`config.mk`:
```
export PLATFORM = sky130hd
export DESIGN_NAME = map_builder_top
export DESIGN_NICKNAME = d
export VERILOG_FILES = /design/src/design/map_pkg.sv /design/src/design/map_ifs.sv /design/src/design/config_sequencer.sv /design/src/design/slot_map_tables.sv /design/src/design/block_copier.sv /design/src/design/map_builder_top.sv
export SDC_FILE = /design/constraint.sdc
export NUM_CORES = 2
export LEC_CHECK = 0
export BUFFER_PORTS_ARGS = -buffer_cell sky130_fd_sc_hd__buf_2
export CAP_MARGIN = 5
export CORE_ASPECT_RATIO = 1.1
export CORE_MARGIN = 4
export CORE_UTILIZATION = 45
export CTS_BUF_LIST = sky130_fd_sc_hd__clkbuf_4 sky130_fd_sc_hd__clkbuf_8
export DETAILED_ROUTE_END_ITERATION = 10
export PLACE_DENSITY = 0.59
export SLEW_MARGIN = 10
export SYNTH_ARGS = -nofsm -noshare
export SYNTH_HDL_FRONTEND = slang
export SYNTH_SLANG_ARGS = --single-unit
```
`constraint.sdc`:
```
create_clock -name clk -period 5.79 [get_ports clk]
set_input_delay 0.8685 -clock clk [delete_from_list [all_inputs] [get_ports clk]]
set_output_delay 0.8685 -clock clk [all_outputs]
set_load 0.005 [all_outputs]
```
`src/design/map_pkg.sv`:
```
`default_nettype none

package map_pkg;

   localparam int MAX_CONFIG       = 16;
   localparam int BLOCK_BYTES      = 16384;
   localparam int KBD_LAYOUT_BYTES = 512;
   localparam int SDRAM_AW         = 25;
   localparam int DDR3_AW          = 28;
   localparam int KBD_AW           = 10;
   localparam int NUM_BLOCK_ID     = 16;
   localparam int NUM_PAGES        = 64;   // 4 slots x 4 subslots x 4 blocks
   localparam int COUNT_W          = 22;   // Holds 255 blocks of 16 KiB

   typedef enum logic [2:0] {
      CONFIG_NONE,
      CONFIG_RAM,
      CONFIG_ROM,
      CONFIG_BIOS,
      CONFIG_KBD_LAYOUT
   } config_typ_t;

   typedef enum logic [2:0] {
      SLOT_TYP_EMPTY,
      SLOT_TYP_RAM,
      SLOT_TYP_MSX2_RAM,
      SLOT_TYP_ROM,
      SLOT_TYP_MAPPER
   } slot_typ_t;

   typedef enum logic {
      BLOCK_TYP_RAM,
      BLOCK_TYP_ROM
   } block_typ_t;

   typedef enum logic {
      DEST_SDRAM,
      DEST_KBD
   } copy_dest_t;

   typedef struct packed {
      config_typ_t        typ;
      logic [1:0]         slot;
      logic [1:0]         sub_slot;
      logic [1:0]         start_block;
      logic [3:0]         block_id;
      logic [7:0]         block_count;
      logic               internal_mapper;
      logic [DDR3_AW-1:0] store_address;
   } mem_entry_t;

   // Layout view keeps typ and store_address on the same bits
   typedef struct packed {
      config_typ_t        typ;
      logic [18:0]        pad;
      logic [DDR3_AW-1:0] store_address;
   } kbd_entry_t;

   typedef union packed {
      mem_entry_t mem;
      kbd_entry_t kbd;
   } cfg_word_u;

   typedef struct packed {
      logic       init;
      logic [3:0] block_id;
      logic [1:0] offset;
   } page_entry_t;

   typedef struct packed {
      block_typ_t          typ;
      logic [7:0]          block_count;
      logic [SDRAM_AW-1:0] mem_offset;
   } block_entry_t;

endpackage

`default_nettype wire

```
`src/design/map_ifs.sv`:
```
`default_nettype none

interface copy_if;
   import map_pkg::*;

   logic                start;
   copy_dest_t          dest;
   logic [DDR3_AW-1:0]  src_addr;
   logic [COUNT_W-1:0]  byte_count;
   logic                fill_ff;     // Write 8'hFF instead of DDR3 data
   logic                done;
   logic [SDRAM_AW-1:0] cursor;      // Next free SDRAM byte

   modport seq    (output start, dest, src_addr, byte_count, fill_ff, input done, cursor);
   modport copier (input start, dest, src_addr, byte_count, fill_ff, output done, cursor);
endinterface

interface table_if;
   import map_pkg::*;

   logic                clear;
   logic                fill;
   mem_entry_t          entry;
   slot_typ_t           fill_slot_typ;
   logic [SDRAM_AW-1:0] fill_offset;
   logic                clear_busy;

   modport seq    (output clear, fill, entry, fill_slot_typ, fill_offset, input clear_busy);
   modport tables (input clear, fill, entry, fill_slot_typ, fill_offset, output clear_busy);
endinterface

`default_nettype wire

```
`src/design/config_sequencer.sv`:
```
`default_nettype none

module config_sequencer (
   input  logic                clk,
   input  logic                rst_n,
   input  logic                update_request,
   input  logic [1:0]          msx_type,
   output logic                update_ack,
   output logic                need_reset,
   output logic [3:0]          cfg_index,
   input  map_pkg::cfg_word_u  cfg_word,
   copy_if.seq                 cpy,
   table_if.seq                tbl
);
   import map_pkg::*;

   typedef enum logic [2:0] {ST_IDLE, ST_CLEAR, ST_FETCH, ST_COPY, ST_NEXT} seq_state_t;

   seq_state_t  state;
   logic        launched;         // Copy start already issued
   config_typ_t cur_typ;
   slot_typ_t   mem_slot_typ;

   assign cur_typ = cfg_word.mem.typ;

   always_comb begin
      if (cur_typ == CONFIG_ROM || cur_typ == CONFIG_BIOS) begin
         mem_slot_typ = SLOT_TYP_ROM;
      end else if (msx_type == 2'd0) begin
         mem_slot_typ = SLOT_TYP_RAM;
      end else begin
         mem_slot_typ = SLOT_TYP_MSX2_RAM;
      end
   end

   always_ff @(posedge clk or negedge rst_n) begin
      if (!rst_n) begin
         state      <= ST_IDLE;
         cfg_index  <= '0;
         update_ack <= 1'b0;
         need_reset <= 1'b0;
         launched   <= 1'b0;
         cpy.start  <= 1'b0;
         tbl.fill   <= 1'b0;
         tbl.clear  <= 1'b0;
      end else begin
         update_ack <= 1'b0;
         cpy.start  <= 1'b0;
         tbl.fill   <= 1'b0;
         tbl.clear  <= 1'b0;
         case (state)
            ST_IDLE: begin
               if (update_request) begin
                  update_ack <= 1'b1;
                  need_reset <= 1'b1;
                  tbl.clear  <= 1'b1;
                  cfg_index  <= '0;
                  state      <= ST_CLEAR;
               end
            end
            ST_CLEAR: begin
               if (!tbl.clear && !tbl.clear_busy) state <= ST_FETCH;   // Busy rises a cycle late
            end
            ST_FETCH: begin
               launched <= 1'b0;
               case (cur_typ)
                  CONFIG_RAM,
                  CONFIG_ROM,
                  CONFIG_BIOS: begin
                     tbl.fill <= 1'b1;
                     state    <= ST_COPY;
                  end
                  CONFIG_KBD_LAYOUT: state <= ST_COPY;
                  default:           state <= ST_NEXT;
               endcase
            end
            ST_COPY: begin
               if (!launched) begin
                  cpy.start <= 1'b1;                // One cycle after fill
                  launched  <= 1'b1;
               end else if (cpy.done) begin
                  state <= ST_NEXT;
               end
            end
            ST_NEXT: begin
               if (cfg_index == 4'(MAX_CONFIG - 1)) begin
                  need_reset <= 1'b0;
                  state      <= ST_IDLE;
               end else begin
                  cfg_index <= cfg_index + 1'b1;
                  state     <= ST_FETCH;
               end
            end
            default: state <= ST_IDLE;
         endcase
      end
   end

   // Copy parameters and table entry, captured while the entry is decoded
   always_ff @(posedge clk) begin
      if (state == ST_FETCH) begin
         tbl.entry         <= cfg_word.mem;
         tbl.fill_slot_typ <= mem_slot_typ;
         tbl.fill_offset   <= cpy.cursor;
         if (cur_typ == CONFIG_KBD_LAYOUT) begin
            cpy.dest       <= DEST_KBD;
            cpy.src_addr   <= cfg_word.kbd.store_address;
            cpy.byte_count <= COUNT_W'(KBD_LAYOUT_BYTES);
            cpy.fill_ff    <= 1'b0;
         end else begin
            cpy.dest       <= DEST_SDRAM;
            cpy.src_addr   <= cfg_word.mem.store_address;
            cpy.byte_count <= COUNT_W'(cfg_word.mem.block_count * BLOCK_BYTES);
            cpy.fill_ff    <= cur_typ == CONFIG_RAM;
         end
      end
   end

   a_start_fill: assert property (@(posedge clk) disable iff (!rst_n)
      !(cpy.start && tbl.fill));

endmodule

`default_nettype wire

```
`src/design/slot_map_tables.sv`:
```
`default_nettype none

module slot_map_tables (
   input  logic                  clk,
   input  logic                  rst_n,
   table_if.tables               tbl,
   input  logic [1:0]            map_slot,
   input  logic [1:0]            map_subslot,
   input  logic [1:0]            map_block,
   output map_pkg::page_entry_t  map_page,
   output map_pkg::slot_typ_t    map_slot_typ,
   input  logic [3:0]            blk_id,
   output map_pkg::block_entry_t blk_entry
);
   import map_pkg::*;

   slot_typ_t    slot_typ [4];
   page_entry_t  pages    [NUM_PAGES];     // Index is {slot, subslot, block}
   block_entry_t blocks   [NUM_BLOCK_ID];

   logic         busy;
   logic [5:0]   clr_ptr;
   slot_typ_t    new_slot_typ;
   block_typ_t   new_blk_typ;

   assign tbl.clear_busy = busy;

   assign new_slot_typ = tbl.entry.internal_mapper ? SLOT_TYP_MAPPER : tbl.fill_slot_typ;
   assign new_blk_typ  = (tbl.entry.typ == CONFIG_RAM) ? BLOCK_TYP_RAM : BLOCK_TYP_ROM;

   always_ff @(posedge clk or negedge rst_n) begin
      if (!rst_n) begin
         busy    <= 1'b0;
         clr_ptr <= '0;
      end else if (tbl.clear) begin
         busy    <= 1'b1;
         clr_ptr <= '0;
      end else if (busy) begin
         clr_ptr <= clr_ptr + 1'b1;
         if (clr_ptr == 6'(NUM_PAGES - 1)) busy <= 1'b0;
      end
   end

   always_ff @(posedge clk) begin
      if (busy) begin
         pages[clr_ptr]         <= '0;
         slot_typ[clr_ptr[5:4]] <= SLOT_TYP_EMPTY;   // Rewritten on each of its 16 pages
      end else if (tbl.fill) begin
         slot_typ[tbl.entry.slot] <= new_slot_typ;
         for (int i = 0; i < 4; i++) begin
            // Stop at block_count and at the end of the subslot
            if (i < int'(tbl.entry.block_count) && int'(tbl.entry.start_block) + i < 4) begin
               pages[{tbl.entry.slot, tbl.entry.sub_slot, tbl.entry.start_block + 2'(i)}] <= '{
                  init:     1'b1,
                  block_id: tbl.entry.block_id,
                  offset:   2'(i)
               };
            end
         end
         blocks[tbl.entry.block_id] <= '{
            typ:         new_blk_typ,
            block_count: tbl.entry.block_count,
            mem_offset:  tbl.fill_offset
         };
      end
   end

   assign map_page     = pages[{map_slot, map_subslot, map_block}];
   assign map_slot_typ = slot_typ[map_slot];
   assign blk_entry    = blocks[blk_id];

   a_no_fill_in_clear: assert property (@(posedge clk) disable iff (!rst_n)
      tbl.fill |-> !tbl.clear_busy);

endmodule

`default_nettype wire

```
`src/design/block_copier.sv`:
```
`default_nettype none

module block_copier (
   input  logic                         clk,
   input  logic                         rst_n,
   copy_if.copier                       cpy,
   output logic [map_pkg::DDR3_AW-1:0]  ddr3_addr,
   output logic                         ddr3_rd,
   input  logic                         ddr3_ready,
   input  logic [7:0]                   ddr3_dout,
   output logic [map_pkg::SDRAM_AW-1:0] sdram_addr,
   output logic [7:0]                   sdram_din,
   output logic                         sdram_we,
   input  logic                         sdram_ready,
   output logic [map_pkg::KBD_AW-1:0]   kbd_addr,
   output logic [7:0]                   kbd_din,
   output logic                         kbd_we
);
   import map_pkg::*;

   typedef enum logic [1:0] {CP_IDLE, CP_READ, CP_WRITE} cp_state_t;

   cp_state_t           state;
   copy_dest_t          dest_q;
   logic [DDR3_AW-1:0]  src_q;
   logic [COUNT_W-1:0]  count_q;
   logic [COUNT_W-1:0]  cnt;           // Bytes written so far
   logic                fill_q;
   logic [7:0]          data_q;
   logic [SDRAM_AW-1:0] cursor;
   logic                wr_fire;
   logic                last_byte;
   logic                rd_valid;

   assign rd_valid  = state == CP_READ && !ddr3_rd && ddr3_ready;
   assign wr_fire   = state == CP_WRITE && (dest_q == DEST_KBD || sdram_ready);
   assign last_byte = cnt == count_q - 1'b1;

   assign ddr3_addr  = src_q + DDR3_AW'(cnt);
   assign sdram_addr = cursor;
   assign cpy.cursor = cursor;
   assign sdram_din  = fill_q ? 8'hFF : data_q;
   assign sdram_we   = wr_fire && dest_q == DEST_SDRAM;
   assign kbd_din    = data_q;
   assign kbd_we     = wr_fire && dest_q == DEST_KBD;

   always_ff @(posedge clk or negedge rst_n) begin
      if (!rst_n) begin
         state    <= CP_IDLE;
         cnt      <= '0;
         ddr3_rd  <= 1'b0;
         cpy.done <= 1'b0;
         cursor   <= '0;
         kbd_addr <= '0;
      end else begin
         ddr3_rd  <= 1'b0;
         cpy.done <= 1'b0;
         case (state)
            CP_IDLE: begin
               if (cpy.start) begin
                  cnt <= '0;
                  if (cpy.dest == DEST_KBD) kbd_addr <= '0;   // Layout always starts at 0
                  if (cpy.byte_count == '0) begin
                     cpy.done <= 1'b1;
                  end else if (cpy.fill_ff) begin
                     state <= CP_WRITE;
                  end else begin
                     ddr3_rd <= 1'b1;
                     state   <= CP_READ;
                  end
               end
            end
            CP_READ: begin
               if (rd_valid) state <= CP_WRITE;
            end
            CP_WRITE: begin
               if (wr_fire) begin
                  cnt <= cnt + 1'b1;
                  if (dest_q == DEST_SDRAM) cursor <= cursor + 1'b1;
                  else                      kbd_addr <= kbd_addr + 1'b1;
                  if (last_byte) begin
                     cpy.done <= 1'b1;
                     state    <= CP_IDLE;
                  end else if (!fill_q) begin
                     ddr3_rd <= 1'b1;                 // Next read overlaps this write
                     state   <= CP_READ;
                  end
               end
            end
            default: state <= CP_IDLE;
         endcase
      end
   end

   always_ff @(posedge clk) begin
      if (state == CP_IDLE && cpy.start) begin
         dest_q  <= cpy.dest;
         src_q   <= cpy.src_addr;
         count_q <= cpy.byte_count;
         fill_q  <= cpy.fill_ff;
      end
      if (rd_valid) data_q <= ddr3_dout;
   end

   a_we_ready: assert property (@(posedge clk) disable iff (!rst_n)
      sdram_we |-> sdram_ready);

   a_rd_busy: assert property (@(posedge clk) disable iff (!rst_n)
      ddr3_rd |-> state != CP_IDLE);

endmodule

`default_nettype wire

```
`src/design/map_builder_top.sv`:
```
`default_nettype none

module map_builder_top (
   input  logic                         clk,
   input  logic                         rst_n,
   // Update handshake
   input  logic                         update_request,
   output logic                         update_ack,
   output logic                         need_reset,
   input  logic [1:0]                   msx_type,
   // Config table
   output logic [3:0]                   cfg_index,
   input  map_pkg::cfg_word_u           cfg_word,
   // DDR3 source
   output logic [map_pkg::DDR3_AW-1:0]  ddr3_addr,
   output logic                         ddr3_rd,
   input  logic                         ddr3_ready,
   input  logic [7:0]                   ddr3_dout,
   // SDRAM
   output logic [map_pkg::SDRAM_AW-1:0] sdram_addr,
   output logic [7:0]                   sdram_din,
   output logic                         sdram_we,
   input  logic                         sdram_ready,
   // Keyboard RAM
   output logic [map_pkg::KBD_AW-1:0]   kbd_addr,
   output logic [7:0]                   kbd_din,
   output logic                         kbd_we,
   // Table read ports
   input  logic [1:0]                   map_slot,
   input  logic [1:0]                   map_subslot,
   input  logic [1:0]                   map_block,
   output map_pkg::page_entry_t         map_page,
   output map_pkg::slot_typ_t           map_slot_typ,
   input  logic [3:0]                   blk_id,
   output map_pkg::block_entry_t        blk_entry
);

   copy_if  cpy_bus ();
   table_if tbl_bus ();

   config_sequencer u_seq (
      .clk            (clk),
      .rst_n          (rst_n),
      .update_request (update_request),
      .msx_type       (msx_type),
      .update_ack     (update_ack),
      .need_reset     (need_reset),
      .cfg_index      (cfg_index),
      .cfg_word       (cfg_word),
      .cpy            (cpy_bus.seq),
      .tbl            (tbl_bus.seq)
   );

   slot_map_tables u_tables (
      .clk          (clk),
      .rst_n        (rst_n),
      .tbl          (tbl_bus.tables),
      .map_slot     (map_slot),
      .map_subslot  (map_subslot),
      .map_block    (map_block),
      .map_page     (map_page),
      .map_slot_typ (map_slot_typ),
      .blk_id       (blk_id),
      .blk_entry    (blk_entry)
   );

   block_copier u_copier (
      .clk         (clk),
      .rst_n       (rst_n),
      .cpy         (cpy_bus.copier),
      .ddr3_addr   (ddr3_addr),
      .ddr3_rd     (ddr3_rd),
      .ddr3_ready  (ddr3_ready),
      .ddr3_dout   (ddr3_dout),
      .sdram_addr  (sdram_addr),
      .sdram_din   (sdram_din),
      .sdram_we    (sdram_we),
      .sdram_ready (sdram_ready),
      .kbd_addr    (kbd_addr),
      .kbd_din     (kbd_din),
      .kbd_we      (kbd_we)
   );

endmodule

`default_nettype wire

```
Word level (Yosys, flattened, before mapping):

Memory sizes are Yosys's and may differ from the RTL's.
Index checks and enable logic that the tools add are counted.

* register bits: 242
* memory bits (writable): 1004
* input port bits: 75
* output and inout port bits: 132
* logic and storage cells: 207
* memories kept: 3

* add/sub/neg operators: 13
* order comparisons: 8
* equality and inequality tests: 27
* mux-type cells: 86
* bitwise operators: 1
* reduce and logical (&&, ||, !) cells: 35

Memory list
* u_tables.blocks: words 16, width 34, rd ports 1, clocked after memory_dff 0, write ports 1, line slot_map_tables.sv:19 `block_entry_t blocks [NUM_BLOCK_ID];`
* u_tables.pages: words 64, width 7, rd ports 1, clocked after memory_dff 0, write ports 4, line slot_map_tables.sv:18 `page_entry_t pages [NUM_PAGES];`
* u_tables.slot_typ: words 4, width 3, rd ports 1, clocked after memory_dff 0, write ports 1, line slot_map_tables.sv:17 `slot_typ_t slot_typ [4];`

Operators by type and width (count)
* $lt A32 B4 Y1 const B: 3
* $mux W10: 5
* $mux W1: 46
* $mux W22: 2
* $pmux W22 S2: 1
* $add A28 B22 Y28: 1
* $add A25 B1 Y25 const B: 1
* $add A22 B1 Y22 const B: 1
* $eq A22 B22 Y1: 1
* $logic_not A22 Y1: 1
* $sub A22 B1 Y22 const B: 1
* $mux W3: 7
* $mux W2: 10
* $pmux W10 S2: 1
* $mux W6: 3
* $lt A1 B8 Y1 const A: 2
* $lt A2 B8 Y1 const A: 2
* $pmux W3 S5: 1
* $ne A2 B1 Y1 const B: 7
* $eq A3 B2 Y1 const B: 4
* $reduce_and A3 Y1: 4
* $logic_and A1 B1 Y1: 11
* $add A10 B1 Y10 const B: 1
* $ne A2 B2 Y1 const B: 5
* 31 further kinds: 49

Longest topological paths before layout:

* word-level depth: 8
* depth in mapped cells: 11
* mapped depth without buffers: 9

Cells and area by module:

A second synthesis with hierarchy kept.

* cells, all modules: 3547
* area, all modules: 53418.7 µm²

By module, submodules not included
* slot_map_tables: instances 1, cells each 2679, area each 42893.6 µm², seq. area each 28402.2 µm²
* block_copier: instances 1, cells each 662, area each 6891.6 µm², seq. area each 3328.2 µm²
* config_sequencer: instances 1, cells each 206, area each 3633.5 µm², seq. area each 2912.8 µm²

Worst setup path after synthesis:

Ideal clock, no wire load.

* kind: reg2reg
* from: register u_seq.state[1]
* to: register u_seq.cpy.byte_count[14] (enable)
* setup time: 0.534 ns
* arrival: 4.403 ns
* required time: 5.256 ns
* path slack: 0.854 ns
* stages on the path, launching flop included: 4
* buffers on the path: 1
* period minus slack after synthesis: 4.936 ns
* cells stage by stage: dfrtp_1 clkbuf_1 nand2b_1 nor2_1

* cells in the longest elaborated chain, start to end: 1

Ends and longest elaborated chain
* from (decl): line config_sequencer.sv:19 `seq_state_t state;`
* from (signal assigned): line config_sequencer.sv:38 `state <= ST_IDLE;`
* from (signal assigned): line config_sequencer.sv:58 `state <= ST_CLEAR;`
* from (signal assigned): line config_sequencer.sv:62 `if (!tbl.clear && !tbl.clear_busy) state <= ST_FETCH;`
* $eq A3 B2 Y1: line config_sequencer.sv:101 `if (state == ST_FETCH) begin`
* to (signal assigned): line config_sequencer.sv:108 `cpy.byte_count <= COUNT_W'(KBD_LAYOUT_BYTES);`
* to (signal assigned): line config_sequencer.sv:113 `cpy.byte_count <= COUNT_W'(cfg_word.mem.block_count * BLOCK_BYTES);`
* to (decl): line map_ifs.sv:14 `modport seq (output start, dest, src_addr, byte_count, fill_ff, input done, cursor);`

Every way passes these cells.
A chain may end at the register's enable or synchronous reset.

Worst setup path in the final report:

* from: register u_copier.cnt[6]
* to: output port ddr3_addr[19] (netlist bit)

* cells in the longest elaborated chain, start to end: 1

Ends and longest elaborated chain
* from (decl): line block_copier.sv:27 `logic [COUNT_W-1:0] cnt;`
* from (signal assigned): line block_copier.sv:78 `cnt <= cnt + 1'b1;`
* $add A28 B22 Y28: line block_copier.sv:39 `assign ddr3_addr = src_q + DDR3_AW'(cnt);`
* to (decl): line map_builder_top.sv:15 `output logic [map_pkg::DDR3_AW-1:0] ddr3_addr,`

Every way passes these cells.

==> results by group <==
Worst setup path
  – Setup crit start kind: flop
  – Crit end category: primary output
  – Critical path's largest stage delay: 620 ps
  – Worst-path cell chain: ha_1 -> a2111oi_0 -> o21ai_0 -> nand2_1 -> a21oi_1 -> o311ai_0 -> buf_2
  – Worst path slowest cell: o311ai_0
  – Crit path kind: reg -> out
  – Crit-path max FO: 6
  – Crit path required time: around 5000 ps
  – CP arrival: 3550 ps

Cells and area
  – Layout area overhead: 13.9%
  – Post-layout net count: around 3800
  – Count of non-filler cells in the finished layout: 5356
  – Layout fillers: about 9600
  – Final instance area: roughly 60000 sq um
  – Share of layout cells above drive strength 1: between 20% and 30%
  – Finished Core Util: between 50 and 60%

Global routing
  – GR Layer Usage met3: 4.95%
  – Gr busiest metal: met2
  – Initial antenna violation count: 14
  – Vias in the first global route: between 30000 and 40000
  – GRT overflow: 0
  – Total Routing Usage GR: 23.8%
  – Largest net degree at the start of global routing: 71
  – Met2 usage: roughly two fifths
  – Met1 Use GR: between 30% and 40%
  – First-pass GRT wire length: 210 mm

Placed design
  – IO buf count: a little over 200
  – Hpwl dp: around 94 mm
  – Gpl congestion: ~0.94
  – Placed instance count: roughly 5000
  – Post-DP Area: roughly 54000 sq um

Floorplan
  – IO Count: a little over 200
  – Core footprint: 113000 sq um
  – Initial Utilization: a little under half
  – Die width: around 330 um
  – Die Y: ~360 um
  – Die area: approximately 120000 sq um
  – Placement Rows: around 130

STA
  – Clock period minus worst slack: 4410 ps
  – Fin. Hold Viols: 0
  – Setup violations, final: 0
  – RSZ-0062 raised after global routing: false
  – Period utilization: 76.2%
  – Rel. slew slack: about a fifth
  – Fmax: ~230 MHz
  – Layout Skew: 58.3 ps
  – Final setup TNS: 0 ps
  – Worst-Margin Slew: 1200 ps
  – Fin. max-slew vios: 0

Synth
  – Post-synthesis mux area share: between 10% and 20%
  – Largest family of logic cells by synthesized area: multiplexers
  – Largest cells by area after synthesis: edfxtp_1 (55%), mux4_2 (13%), dfxtp_1 (7.5%), dfrtp_1 (3.9%), nor2_1 (2.7%)
  – Top-count cell post-synth: edfxtp_1
  – Yosys Warn Count: 0
  – Post-synthesis cell area: roughly 51000 sq um
  – Synthesized Nets: ~3500
  – Xor/xnor cell area share of the yosys netlist: around 1.4%
  – Post-synthesis compound-gate area fraction: 8.22%
  – Area leader, netlist: edfxtp_1
  – Syn Inst Count: roughly 3400
  – Async SR Flop Fraction: under 10%
  – Post-synth EDFFs: 945
  – Ys flop type: edfxtp_1
  – Netlist cell types: 89
  – Simple-Gate Fraction of Synth Area: under 10%
  – Yosys top cell area share: a little under three fifths
  – Avg Cell Area, Syn: around 15 sq um
  – Synthesis-stage register bit count: roughly 1200
  – Seq/Total Area, Yosys: between 60% and 70%
  – Synth Area in Adders: 0.772%
  – List of most frequent post-synthesis cells: edfxtp_1 (945), nor2_1 (367), mux4_2 (285)

Run
  – Max-Cap Viols: 0

Detailed routing
  – Detailed Routing Iterations Pass 1: 6
  – Final WL: about 140 mm
  – Vias/cell: 5.92
  – Vias: between 30000 and 40000
  – Detailed Route Iter0 Violations: ~3000
  – DRC violations left: 0
  – Avg WL per Cell: 26.7 um
  – Post-DRT Antenna Nets: 0

Clocking
  – CTS root buffer: clkbuf_8
  – Number of H-tree levels: 4
  – Clock tree buffer depth: 3
  – Reg clk slew, reported paths: 60 ps
  – Clock Latency Late Sink: around 900 ps
  – TritonCTS clock tree: built
  – Cts bufs inserted: just under 200
  – Clk sink count: ~1200
  – # Post-CTS Setup Buffers: 0

Power and ir drop
  – Maximum VDD drop: 233 uV
  – Power per cell area: ~360 nW/um^2
  – Total power: approximately 21 mW
  – LEAKAGE: 19.3 nW

Run status
  – Outcome: completed

Hold path
  – Min-Delay Path Class: in -> reg
==> logic make-up after synthesis <==
family,after synthesis
mux,301
flops,1217
simple gates,892
buf+inv,247
xor+xnor,81
fa+ha+maj,31
compound gates,614
==> power by group <==
| group | internal [mW] | total, mW | switching, mW |
|---|---|---|---|
| registers | 10.2 | 10.8 | 0.579 |
| clock network | 4.17 | 7.60 | 3.43 |
| logic | 0.869 | 2.57 | 1.71 |
==> cell type report <==
class	count	area (sq um)	share of cell area, %
timing repair buffer	292	1770	3.04
antenna	8	20.0	0.0343
multi-input combinational	1919	16200	27.8
clock buffer	282	3470	5.95
clock inverter	79	578	0.991
inverter	53	199	0.341
tap	1506	1880	3.23
sequential	1217	34200	58.7
==> flip-flops by register name, summed over array words and instances (netlist names), 2 cells and up <==
signal	flops
u_seq.tbl.fill_slot_typ	2
u_seq.state	3
u_copier.src_q	28
u_copier.count_q	9
u_copier.state	2
u_tables.pages	448
u_seq.tbl.entry	22
u_seq.cfg_index	4
u_tables.slot_typ	12
u_copier.cpy.cursor	25
u_tables.clr_ptr	6
u_seq.cpy.src_addr	28
u_seq.tbl.fill_offset	25
u_seq.cpy.byte_count	9
u_tables.blocks	544
u_copier.kbd_addr	10
u_copier.kbd_din	8
u_copier.cnt	22
==> metrics by stage <==
| stage | setup slack (ps) | hold slack (ps) |
|---|---|---|
| after floorplan | 854 | 400 |
| after global placement | 1410 | 402 |
| after detailed placement | 1430 | 405 |
| final | 1380 | 157 |
| after CTS | 1330 | 70.6 |
| after global routing | 1190 | 108 |
==> layer usage <==
layer,up-vias,part of all wire [%]
li1,13800,-
met1,16300,40
met2,1264,50
met3,289,7.3
met4,4,3.3
met5,-,0.016
==> layout by cell type (no fill, tap or decap), types with 19 or more instances in the layout <==
| cell type | synthesis | final |
|---|---|---|
| edfxtp_1 | 945 | 945 |
| nor2_1 | 367 | 353 |
| mux4_2 | 285 | 285 |
| nand2_1 | 222 | 222 |
| clkbuf_8 | 0 | 216 |
| buf_2 | 29 | 200 |
| dfxtp_1 | 192 | 192 |
| o21ai_0 | 144 | 142 |
| a21oi_1 | 103 | 101 |
| buf_4 | 4 | 83 |
| dfrtp_1 | 80 | 80 |
| clkbuf_4 | 0 | 66 |
| nand3_1 | 57 | 57 |
| o22ai_1 | 54 | 54 |
| inv_1 | 52 | 51 |
| xnor2_1 | 45 | 45 |
| a22o_1 | 40 | 40 |
| a22oi_1 | 40 | 40 |
| xor2_1 | 36 | 36 |
| clkinv_1 | 1 | 35 |
| and2_1 | 31 | 30 |
| ha_1 | 30 | 30 |
| nand2b_1 | 29 | 29 |
| nor3_1 | 31 | 26 |
| nor2b_1 | 28 | 26 |
| clkinv_2 | 0 | 26 |
| o221ai_1 | 24 | 24 |
| a211oi_1 | 22 | 22 |
| and3_1 | 20 | 20 |
| a221oi_1 | 19 | 19 |
==> critical path, delay by kind of cell, from the launching register on <==
family          cells  cell delay (ps)
compound gates      4             1410
buf+inv             1              230
flops               1              440
fa+ha+maj           1              410
simple gates        1              210
==> what timing repair did <==
action / 4_1_cts / 5_1_grt
hold endpoints to repair: 23 / 0
hold buffers: 1 / 0
resized for setup: 0 / 0
setup endpoints to repair: 0 / 0
==> worst paths after layout <==
kind | start | to | slack (ps) | depth (start not counted)
setup / recovery | u_copier.cnt[6]$_DFFE_PN0P_ | ddr3_addr[19] | 1380 | 7
hold / removal | cfg_word[45] | u_seq.tbl.entry[45]$_DFFE_PP_ | 160 | 1
setup reg to reg | u_seq.tbl.entry[30]$_DFFE_PP_ | u_tables.pages[26][5]$_DFFE_PP_ | 1600 | 6
hold reg to reg | u_seq.cpy.src_addr[11]$_DFFE_PP_ | u_copier.src_q[11]$_DFFE_PP_ | 420 | 0
max in group asynchronous | rst_n | u_seq.cfg_index[3]$_DFFE_PN0P_ | 4160 | 3
min in group asynchronous | rst_n | u_copier.cpy.cursor[4]$_DFFE_PN0P_ | 480 | 2
Power figures use the tool's default switching activity.
